## src/lsu_consts.svh

```systemverilog
`ifndef LSU_CONSTS_SVH
`define LSU_CONSTS_SVH

// widths
`define LSU_GRLEN      32
`define LSU_BIU_DW     64
`define LSU_REG_IDX_W  5
`define LSU_OP_W       4

// operation codes, anything else is a no-access op
`define LSU_OP_LD_B    4'd0
`define LSU_OP_LD_H    4'd1
`define LSU_OP_LD_W    4'd2
`define LSU_OP_LD_BU   4'd4
`define LSU_OP_LD_HU   4'd5
`define LSU_OP_ST_B    4'd8
`define LSU_OP_ST_H    4'd9
`define LSU_OP_ST_W    4'd10

// access size codes
`define LSU_SIZE_B     2'd0
`define LSU_SIZE_H     2'd1
`define LSU_SIZE_W     2'd2

`endif

```

## src/lsu_bus_pkg.sv

```systemverilog
`include "lsu_consts.svh"

package lsu_bus_pkg;

   // ========================================
   // bus side types
   // ========================================

   // byte address
   typedef logic [`LSU_GRLEN-1:0] addr_t;

   // register width data, also the store data
   typedef logic [`LSU_GRLEN-1:0] word_t;

   // one read beat from the biu
   typedef logic [`LSU_BIU_DW-1:0] beat_t;

   // byte strobes for one word
   typedef logic [`LSU_GRLEN/8-1:0] strb_t;

   // single outstanding request tracker
   typedef enum logic [1:0] {
      BUS_IDLE,
      BUS_REQ,
      BUS_WAIT
   } bus_state_t;

endpackage

```

## src/lsu_op_pkg.sv

```systemverilog
`include "lsu_consts.svh"

package lsu_op_pkg;

   // ========================================
   // operation side types
   // ========================================

   // raw operation code from the decoder
   typedef logic [`LSU_OP_W-1:0] lsu_op_t;

   // destination register index
   typedef logic [`LSU_REG_IDX_W-1:0] reg_idx_t;

   // access size, one of the LSU_SIZE codes
   typedef logic [1:0] acc_size_t;

endpackage

```

## src/lsu_req_if.sv

```systemverilog
`timescale 1ns/1ps

// decoded access at E, sampled while valid_e is high
interface lsu_e_if
   import lsu_op_pkg::*, lsu_bus_pkg::*;
   ();

   logic      go;
   logic      ale;
   logic      is_store;
   acc_size_t size;
   logic      is_unsigned;
   addr_t     addr;
   word_t     wdata;
   strb_t     strb;

   modport agen (
      output go, ale, is_store, size, is_unsigned, addr, wdata, strb
   );

   modport stage (
      input go, ale, is_store, size, is_unsigned, addr, wdata, strb
   );

endinterface

// registered access at M, feeds the bus control and load align
interface lsu_m_if
   import lsu_op_pkg::*, lsu_bus_pkg::*;
   ();

   logic      issue;
   logic      ale_done;
   logic      is_store;
   acc_size_t size;
   logic      is_unsigned;
   addr_t     addr;
   word_t     wdata;
   strb_t     strb;

   modport stage (
      output issue, ale_done, is_store, size, is_unsigned, addr, wdata, strb
   );

   modport biu (
      input issue, ale_done, is_store, addr, wdata, strb
   );

   modport align (
      input size, is_unsigned, addr
   );

endinterface

```

## src/lsu_agen.sv

```systemverilog
`timescale 1ns/1ps
`include "lsu_consts.svh"

module lsu_agen
   import lsu_op_pkg::*, lsu_bus_pkg::*;
   (
   input  logic     valid_e,
   input  lsu_op_t  lsu_op,
   input  addr_t    base,
   input  addr_t    offset,
   input  word_t    wdata,
   lsu_e_if.agen    e
   );

   logic      access;
   logic      is_store;
   logic      is_unsigned;
   acc_size_t size;
   addr_t     addr;
   logic      ale;
   strb_t     strb;
   word_t     st_data;

   // ========================================
   // op decode
   // ========================================
   always_comb begin
      access      = 1'b1;
      is_store    = 1'b0;
      is_unsigned = 1'b0;
      size        = `LSU_SIZE_W;
      case (lsu_op)
         `LSU_OP_LD_B:  size = `LSU_SIZE_B;
         `LSU_OP_LD_H:  size = `LSU_SIZE_H;
         `LSU_OP_LD_W:  size = `LSU_SIZE_W;
         `LSU_OP_LD_BU: begin
            size        = `LSU_SIZE_B;
            is_unsigned = 1'b1;
         end
         `LSU_OP_LD_HU: begin
            size        = `LSU_SIZE_H;
            is_unsigned = 1'b1;
         end
         `LSU_OP_ST_B: begin
            size     = `LSU_SIZE_B;
            is_store = 1'b1;
         end
         `LSU_OP_ST_H: begin
            size     = `LSU_SIZE_H;
            is_store = 1'b1;
         end
         `LSU_OP_ST_W:  is_store = 1'b1;
         default:       access = 1'b0;
      endcase
   end

   assign addr = base + offset;

   // half needs bit 0 clear, word needs bits 1:0 clear
   assign ale = access &
                (((size == `LSU_SIZE_H) & addr[0]) |
                 ((size == `LSU_SIZE_W) & (addr[1:0] != 2'b00)));

   // ========================================
   // store lanes
   // ========================================
   always_comb begin
      case (size)
         `LSU_SIZE_B: begin
            strb    = 4'b0001 << addr[1:0];
            st_data = {4{wdata[7:0]}};
         end
         `LSU_SIZE_H: begin
            strb    = 4'b0011 << addr[1:0];
            st_data = {2{wdata[15:0]}};
         end
         default: begin
            strb    = 4'b1111;
            st_data = wdata;
         end
      endcase
   end

   assign e.go          = valid_e & access & ~ale;
   assign e.ale         = ale;
   assign e.is_store    = is_store;
   assign e.size        = size;
   assign e.is_unsigned = is_unsigned;
   assign e.addr        = addr;
   assign e.wdata       = st_data;
   assign e.strb        = strb;

endmodule

```

## src/lsu_biu_ctrl.sv

```systemverilog
`timescale 1ns/1ps

module lsu_biu_ctrl
   import lsu_bus_pkg::*;
   (
   input  logic   clk,
   input  logic   reset,
   lsu_m_if.biu   m,

   output logic   lsu_biu_rd_req,
   output addr_t  lsu_biu_rd_addr,
   input  logic   biu_lsu_rd_ack,
   input  logic   biu_lsu_data_valid,

   output logic   lsu_biu_wr_req,
   output addr_t  lsu_biu_wr_addr,
   output word_t  lsu_biu_wr_data,
   output strb_t  lsu_biu_wr_strb,
   input  logic   biu_lsu_wr_ack,
   input  logic   biu_lsu_write_done,

   output logic   lsu_addr_finish,
   output logic   lsu_finish_m,
   input  logic   ale_e
   );

   bus_state_t state_q;
   bus_state_t state_d;
   logic       req_active;
   logic       ack;
   logic       done;

   // only the handshake of the current direction counts
   assign ack  = m.is_store ? biu_lsu_wr_ack : biu_lsu_rd_ack;
   assign done = m.is_store ? biu_lsu_write_done : biu_lsu_data_valid;

   // ========================================
   // request FSM
   // ========================================
   always_comb begin
      state_d = state_q;
      case (state_q)
         BUS_IDLE: begin
            // ack may already come in the issue cycle
            if (m.issue) begin
               state_d = ack ? BUS_WAIT : BUS_REQ;
            end
         end
         BUS_REQ: begin
            if (ack) begin
               state_d = BUS_WAIT;
            end
         end
         BUS_WAIT: begin
            if (done) begin
               state_d = BUS_IDLE;
            end
         end
         default: state_d = BUS_IDLE;
      endcase
   end

   always_ff @(posedge clk) begin
      if (reset) begin
         state_q <= BUS_IDLE;
      end else begin
         state_q <= state_d;
      end
   end

   // request goes out straight from issue, then holds in BUS_REQ
   assign req_active = (state_q == BUS_REQ) | ((state_q == BUS_IDLE) & m.issue);

   assign lsu_biu_rd_req  = req_active & ~m.is_store;
   assign lsu_biu_wr_req  = req_active & m.is_store;
   assign lsu_biu_rd_addr = m.addr;
   assign lsu_biu_wr_addr = m.addr;
   assign lsu_biu_wr_data = m.wdata;
   assign lsu_biu_wr_strb = m.strb;

   // misaligned ops finish without touching the bus
   assign lsu_addr_finish = biu_lsu_rd_ack | biu_lsu_wr_ack | ale_e;
   assign lsu_finish_m    = biu_lsu_data_valid | biu_lsu_write_done | m.ale_done;

endmodule

```

## src/lsu_load_align.sv

```systemverilog
`timescale 1ns/1ps
`include "lsu_consts.svh"

module lsu_load_align
   import lsu_bus_pkg::*;
   (
   lsu_m_if.align m,
   input  beat_t  biu_lsu_data,
   output word_t  read_result_m
   );

   word_t       half_sel;
   logic [7:0]  byte_val;
   logic [15:0] half_val;

   // bit 2 picks the 32-bit half of the 64-bit beat
   assign half_sel = m.addr[2] ? biu_lsu_data[63:32] : biu_lsu_data[31:0];

   assign byte_val = half_sel[{m.addr[1:0], 3'b000} +: 8];
   assign half_val = m.addr[1] ? half_sel[31:16] : half_sel[15:0];

   // extension by size
   always_comb begin
      case (m.size)
         `LSU_SIZE_B: begin
            if (m.is_unsigned) begin
               read_result_m = {24'd0, byte_val};
            end else begin
               read_result_m = {{24{byte_val[7]}}, byte_val};
            end
         end
         `LSU_SIZE_H: begin
            if (m.is_unsigned) begin
               read_result_m = {16'd0, half_val};
            end else begin
               read_result_m = {{16{half_val[15]}}, half_val};
            end
         end
         default: read_result_m = half_sel;
      endcase
   end

endmodule

```

## src/lsu_stage_m.sv

```systemverilog
`timescale 1ns/1ps

module lsu_stage_m
   import lsu_op_pkg::*;
   (
   input  logic     clk,
   input  logic     reset,
   input  logic     valid_e,
   input  reg_idx_t ecl_lsu_rd_e,
   input  logic     ecl_lsu_wen_e,
   lsu_e_if.stage   e,
   lsu_m_if.stage   m,
   output reg_idx_t lsu_ecl_rd_m,
   output logic     lsu_ecl_wen_m
   );

   // ========================================
   // one-cycle pulses into M
   // ========================================
   always_ff @(posedge clk) begin
      if (reset) begin
         m.issue    <= 1'b0;
         m.ale_done <= 1'b0;
      end else begin
         m.issue    <= e.go;
         m.ale_done <= valid_e & e.ale;
      end
   end

   // write enable goes back to the core, so clear it on reset
   always_ff @(posedge clk) begin
      if (reset) begin
         lsu_ecl_wen_m <= 1'b0;
      end else if (valid_e) begin
         lsu_ecl_wen_m <= ecl_lsu_wen_e;
      end
   end

   // ========================================
   // E to M payload
   // ========================================
   // held until the next valid_e, one op in flight at a time
   always_ff @(posedge clk) begin
      if (valid_e) begin
         m.is_store    <= e.is_store;
         m.size        <= e.size;
         m.is_unsigned <= e.is_unsigned;
         m.addr        <= e.addr;
         m.wdata       <= e.wdata;
         m.strb        <= e.strb;
         lsu_ecl_rd_m  <= ecl_lsu_rd_e;
      end
   end

endmodule

```

## src/lsu_top.sv

```systemverilog
`timescale 1ns/1ps

module lsu_top
   import lsu_op_pkg::*, lsu_bus_pkg::*;
   (
   input  logic     clk,
   input  logic     reset,

   // core side, E stage
   input  logic     valid_e,
   input  lsu_op_t  lsu_op,
   input  addr_t    base,
   input  addr_t    offset,
   input  word_t    wdata,
   input  reg_idx_t ecl_lsu_rd_e,
   input  logic     ecl_lsu_wen_e,

   // biu read side
   output logic     lsu_biu_rd_req,
   output addr_t    lsu_biu_rd_addr,
   input  logic     biu_lsu_rd_ack,
   input  logic     biu_lsu_data_valid,
   input  beat_t    biu_lsu_data,

   // biu write side
   output logic     lsu_biu_wr_req,
   output addr_t    lsu_biu_wr_addr,
   output word_t    lsu_biu_wr_data,
   output strb_t    lsu_biu_wr_strb,
   input  logic     biu_lsu_wr_ack,
   input  logic     biu_lsu_write_done,

   // results back to the core
   output logic     lsu_addr_finish,
   output word_t    read_result_m,
   output logic     lsu_finish_m,
   output reg_idx_t lsu_ecl_rd_m,
   output logic     lsu_ecl_wen_m,
   output logic     lsu_ecl_ale_e,
   output addr_t    lsu_csr_badv_e
   );

   lsu_e_if e_if ();
   lsu_m_if m_if ();

   // exception outputs at E
   assign lsu_ecl_ale_e  = valid_e & e_if.ale;
   assign lsu_csr_badv_e = e_if.addr;

   lsu_agen u_agen (
      .valid_e (valid_e),
      .lsu_op  (lsu_op),
      .base    (base),
      .offset  (offset),
      .wdata   (wdata),
      .e       (e_if.agen)
   );

   lsu_stage_m u_stage_m (
      .clk           (clk),
      .reset         (reset),
      .valid_e       (valid_e),
      .ecl_lsu_rd_e  (ecl_lsu_rd_e),
      .ecl_lsu_wen_e (ecl_lsu_wen_e),
      .e             (e_if.stage),
      .m             (m_if.stage),
      .lsu_ecl_rd_m  (lsu_ecl_rd_m),
      .lsu_ecl_wen_m (lsu_ecl_wen_m)
   );

   lsu_biu_ctrl u_biu_ctrl (
      .clk                (clk),
      .reset              (reset),
      .m                  (m_if.biu),
      .lsu_biu_rd_req     (lsu_biu_rd_req),
      .lsu_biu_rd_addr    (lsu_biu_rd_addr),
      .biu_lsu_rd_ack     (biu_lsu_rd_ack),
      .biu_lsu_data_valid (biu_lsu_data_valid),
      .lsu_biu_wr_req     (lsu_biu_wr_req),
      .lsu_biu_wr_addr    (lsu_biu_wr_addr),
      .lsu_biu_wr_data    (lsu_biu_wr_data),
      .lsu_biu_wr_strb    (lsu_biu_wr_strb),
      .biu_lsu_wr_ack     (biu_lsu_wr_ack),
      .biu_lsu_write_done (biu_lsu_write_done),
      .lsu_addr_finish    (lsu_addr_finish),
      .lsu_finish_m       (lsu_finish_m),
      .ale_e              (lsu_ecl_ale_e)
   );

   lsu_load_align u_load_align (
      .m             (m_if.align),
      .biu_lsu_data  (biu_lsu_data),
      .read_result_m (read_result_m)
   );

endmodule

```

## config.mk

```make
export PLATFORM = sky130hd
export DESIGN_NAME = lsu_top
export DESIGN_NICKNAME = d
export VERILOG_FILES = /design/src/lsu_bus_pkg.sv /design/src/lsu_op_pkg.sv /design/src/lsu_req_if.sv /design/src/lsu_agen.sv /design/src/lsu_biu_ctrl.sv /design/src/lsu_load_align.sv /design/src/lsu_stage_m.sv /design/src/lsu_top.sv
export VERILOG_INCLUDE_DIRS = /design/src /design/src/src
export SDC_FILE = /design/constraint.sdc
export NUM_CORES = 1
export LEC_CHECK = 0
export CAP_MARGIN = 25
export CORE_AREA = 2 2 135 137
export DETAILED_ROUTE_END_ITERATION = 16
export DIE_AREA = 0 0 137 139
export DONT_BUFFER_PORTS = 1
export PLACE_DENSITY = 0.49
export SETUP_SLACK_MARGIN = 0.15
export SYNTH_ARGS = -nofsm -noshare
export SYNTH_HDL_FRONTEND = slang
export SYNTH_HIERARCHICAL = 1
export SYNTH_SLANG_ARGS = --single-unit
export TNS_END_PERCENT = 1
```

## constraint.sdc

```tcl
create_clock -name clk -period 3.6 [get_ports clk]
set_input_delay 0.72 -clock clk [delete_from_list [all_inputs] [get_ports clk]]
set_output_delay 0.72 -clock clk [all_outputs]
set_load 0.05 [all_outputs]
```

==> flow_metrics.py <==
metrics = {
    "layout": {
        "fill_cells": 1699,
        "fin_util_pct": 43.3,
        "fin_cells": 894,
        "drive_above_1_share_pct": 32.8,
        "diodes": 0,
        "syn_to_final_growth_pct": 14.0,
        "layout.nets": 869,
    },
    "clocking": {
        "cts.clk_slew.worst_paths_ps": 70,
        "cts_tree": "built",
        "clk_latency_ps": 340,
        "cts_max_path_buffers": 2,
        "cts_htree_levels": 3,
        "cts_hold_buffers": 0,
        "clockRootBuffer": "clkbuf_16",
        "cts_sinks": 82,
        "cts_buffers": 9,
    },
    "detailed_routing": {
        "ant_nets": 0,
        "dr.first_iter.drc_count": 235,
        "via_per_inst": 5.48,
        "wire_per_inst_microns": 20.5,
        "totalWireLength_mm": 18.3,
        "vias": 4897,
        "dr.pass1.iters": 4,
        "drc_errors": 0,
    },
    "critical_path": {
        "crit_required_ps": 2880,
        "slowest_stage": "fa_2",
        "crit_path_start_kind": "primary input",
        "crit_path_end_kind": "output pin",
        "crit_buf_inv": 3,
        "crit_arrival_ps": 2760,
        "crit_path_frequent_cell": "buf_4",
        "crit_family": "compound AO/OA/AOI/OAI gates",
        "crit_fanout": 4,
        "cp_slowest_stage_delay_ps": 370,
        "critical_path_class": "primary input to output pin",
        "crit_chain": "ha_4 > fa_2 > a21o_1 > a31o_4 > nand2_1 > o221ai_1 > buf_4 > buf_4 > nand4_1 > nand2_2 > xor2_2 > buf_12",
    },
    "synthesis": {
        "ys_ff_latch": 82,
        "synth_nets": 881,
        "synth.yosys.warnings": 6,
        "synth.area.top_cells": "edfxtp_1 34%, buf_4 12%, ha_1 5.8%, mux2_2 4.0%, nand2_1 3.9%",
        "synth_top_area_share_pct": 34.5,
        "synth_cell_types": 69,
        "netlist_area_sq_um": 6710,
        "ys_seq_area_share_pct": 36.0,
        "syn_area_per_cell_sq_um": 9.98,
        "yosys.area.top_type": "edfxtp_1",
        "yosys_most_used_dff": "edfxtp_1",
        "synthCells": 672,
        "synth_enable_flop_cells": 77,
        "async_flop_share_pct": 0,
    },
    "outcome": {
        "outcome": "completed",
    },
    "floorplanning": {
        "start_util_pct": 38.0,
        "ios": 352,
        "die_area_sq_um": 19000,
        "coreArea_sq_um": 17700,
        "die_h_microns": 139,
        "die_w_microns": 137,
        "num_rows": 49,
    },
    "pwr": {
        "powerDensity_nw_per_um2": 584,
        "cellLeakagePower_nw": 3.04,
        "max-vdd-ir-drop_mv": 0.376,
    },
    "sta": {
        "hold_viol": 0,
        "clock.fmax_mhz": 287,
        "setup_viol": 0,
        "fin_worst_skew_ps": 1.43,
        "min_period_ps": 3480,
        "slew_headroom_pct": 36.3,
        "slew_violations": 0,
        "worst_pin_slew_ps": 957,
        "rsz0062_at_grt": "yes",
        "timing.final.crit_share_pct": 96.7,
    },
    "grt": {
        "grt_pass1_wl_mm": 27.3,
        "grt_max_degree": 82,
        "grt-ovfl-total": 0,
        "grt_pass1_vias": 5056,
        "track_usage_pct": 18.4,
        "antenna_found_initial": 0,
    },
    "placement": {
        "place_congestion": 0.814,
        "dpl.hpwl_mm": 13.9,
        "dp_cells": 868,
        "portBuffers": 0,
    },
    "job": {
        "drv_cap": 0,
    },
    "hold_path": {
        "min_path_type": "primary input to flip-flop",
    },
}
[cells in the final DEF (no fill, tap or decap), types with 15 or more instances in the layout]
master / synthesis / final
edfxtp_1: 77 / 77
o21ai_0: 39 / 15
a21o_1: 19 / 19
o21ai_1: 10 / 34
mux2i_1: 24 / 24
nor2_1: 29 / 29
nand2_1: 70 / 69
ha_1: 31 / 20
buf_4: 110 / 99
a21oi_1: 32 / 26
mux2_2: 24 / 24
[sequential cells by signal, indices dropped and copies added (netlist names), 2 cells and up]
signal                  flops
u_stage_m/m.addr           32
u_stage_m/m.strb            4
u_biu_ctrl/state_q          2
u_stage_m/lsu_ecl_rd_m      5
u_stage_m/m.size            2
u_stage_m/m.wdata          32
[layer usage]
layer	GRT usage, %	share of wire, %	vias up	wire, microns
li1	-	-	2336	-
met1	20.0	37	2313	6840
met2	33.2	52	219	9520
met3	6.07	8.5	29	1550
met4	5.97	2.4	0	434
met5	0	0	-	0
[path summary, 6_finish.rpt]
path                            to                  start  slack, ps  cells past startpoint
max reg2reg  u_biu_ctrl/state_q[1]   u_stage_m/m.is_store       2490                      3
max             lsu_csr_badv_e[22]              offset[0]        120                     12
min reg2reg  u_biu_ctrl/state_q[1]  u_biu_ctrl/state_q[1]        550                      2
min              u_stage_m/m.issue                  reset        430                      1
[power by group]
part | switching, mW | total [mW] | internal, mW | leakage, nW
combinational | 1.07 | 1.72 | 0.653 | 2.10
sequential | 0.624 | 1.82 | 1.19 | 0.794
clock | 0.442 | 0.930 | 0.487 | 0.139
total | 2.14 | 4.47 | 2.33 | 3.04
[through the flow]
step | area, sq um | total power [mW] | setup TNS (ps) | setup slack (ps) | hold WS (ps)
CTS | 7540 | 4.48 | 0 | 102 | 418
global placement | 7010 | 3.47 | -22.4 | -8.99 | 506
global route | 7640 | 4.65 | 0 | 24.7 | 418
finish | 7640 | 4.47 | 0 | 120 | 434
floorplan | 6750 | 3.17 | -115 | -58.1 | 494
detailed placement | 7030 | 3.49 | -140 | -53.5 | 538
[Yosys cell counts (3+ instances only)]
cell type / n
a211oi_1: 10
a21o_1: 19
a21oi_1: 32
a22oi_1: 8
a31oi_1: 3
and2_1: 4
buf_1: 3
buf_2: 7
buf_4: 110
clkbuf_1: 16
dfxtp_1: 5
edfxtp_1: 77
ha_1: 31
inv_1: 6
mux2_1: 8
mux2_2: 24
mux2i_1: 24
mux4_2: 8
nand2_1: 70
nand2b_1: 4
nand3_1: 10
nand4_1: 7
nor2_1: 29
nor2b_1: 6
nor3_1: 13
o211ai_1: 3
o21ai_0: 39
o21ai_1: 10
o21bai_1: 6
or2_2: 3
or3_1: 4
xnor2_1: 13
xor2_1: 15
[layout make-up]
class / count / area, sq um / share of cell area (%)
clock inverters: 7 / 71.3 / 0.933
clock buffers: 9 / 225 / 2.95
multi-input cells: 444 / 3600 / 47.1
repair buffers: 115 / 1020 / 13.3
well taps: 229 / 287 / 3.75
inverters: 8 / 30.0 / 0.393
flip-flops and latches: 82 / 2410 / 31.6
[worst reg2reg max path: cells and delay by family (launching register included)]
| kind | cells | cell delay (ps) |
|---|---|---|
| DFF | 1 | 460 |
| muxes | 1 | 340 |
| AOI/OAI and AO/OA | 1 | 150 |
| and+or+nand+nor | 1 | 50 |
[what timing repair did]
action,4_1_cts,5_1_grt
pin swaps,15,15
buffers inserted,7,3
endpoints found under the setup margin,10,13
resized for setup,20,16
gates cloned,0,0
[kinds of logic (layout without fill, tap and decap cells)]
logic type	after synthesis	in the layout	share of synthesized area (%)
AND/OR/NAND/NOR	159	159	10.8
AO/OA/AOI/OAI	157	157	15.8
buffers and inverters	146	139	14.7
flip-flops	82	82	36.0
multiplexers	68	68	13.0
adder cells (fa/ha/maj)	32	32	6.08
XOR/XNOR	28	28	3.66
Power figures use the tool's default switching activity.
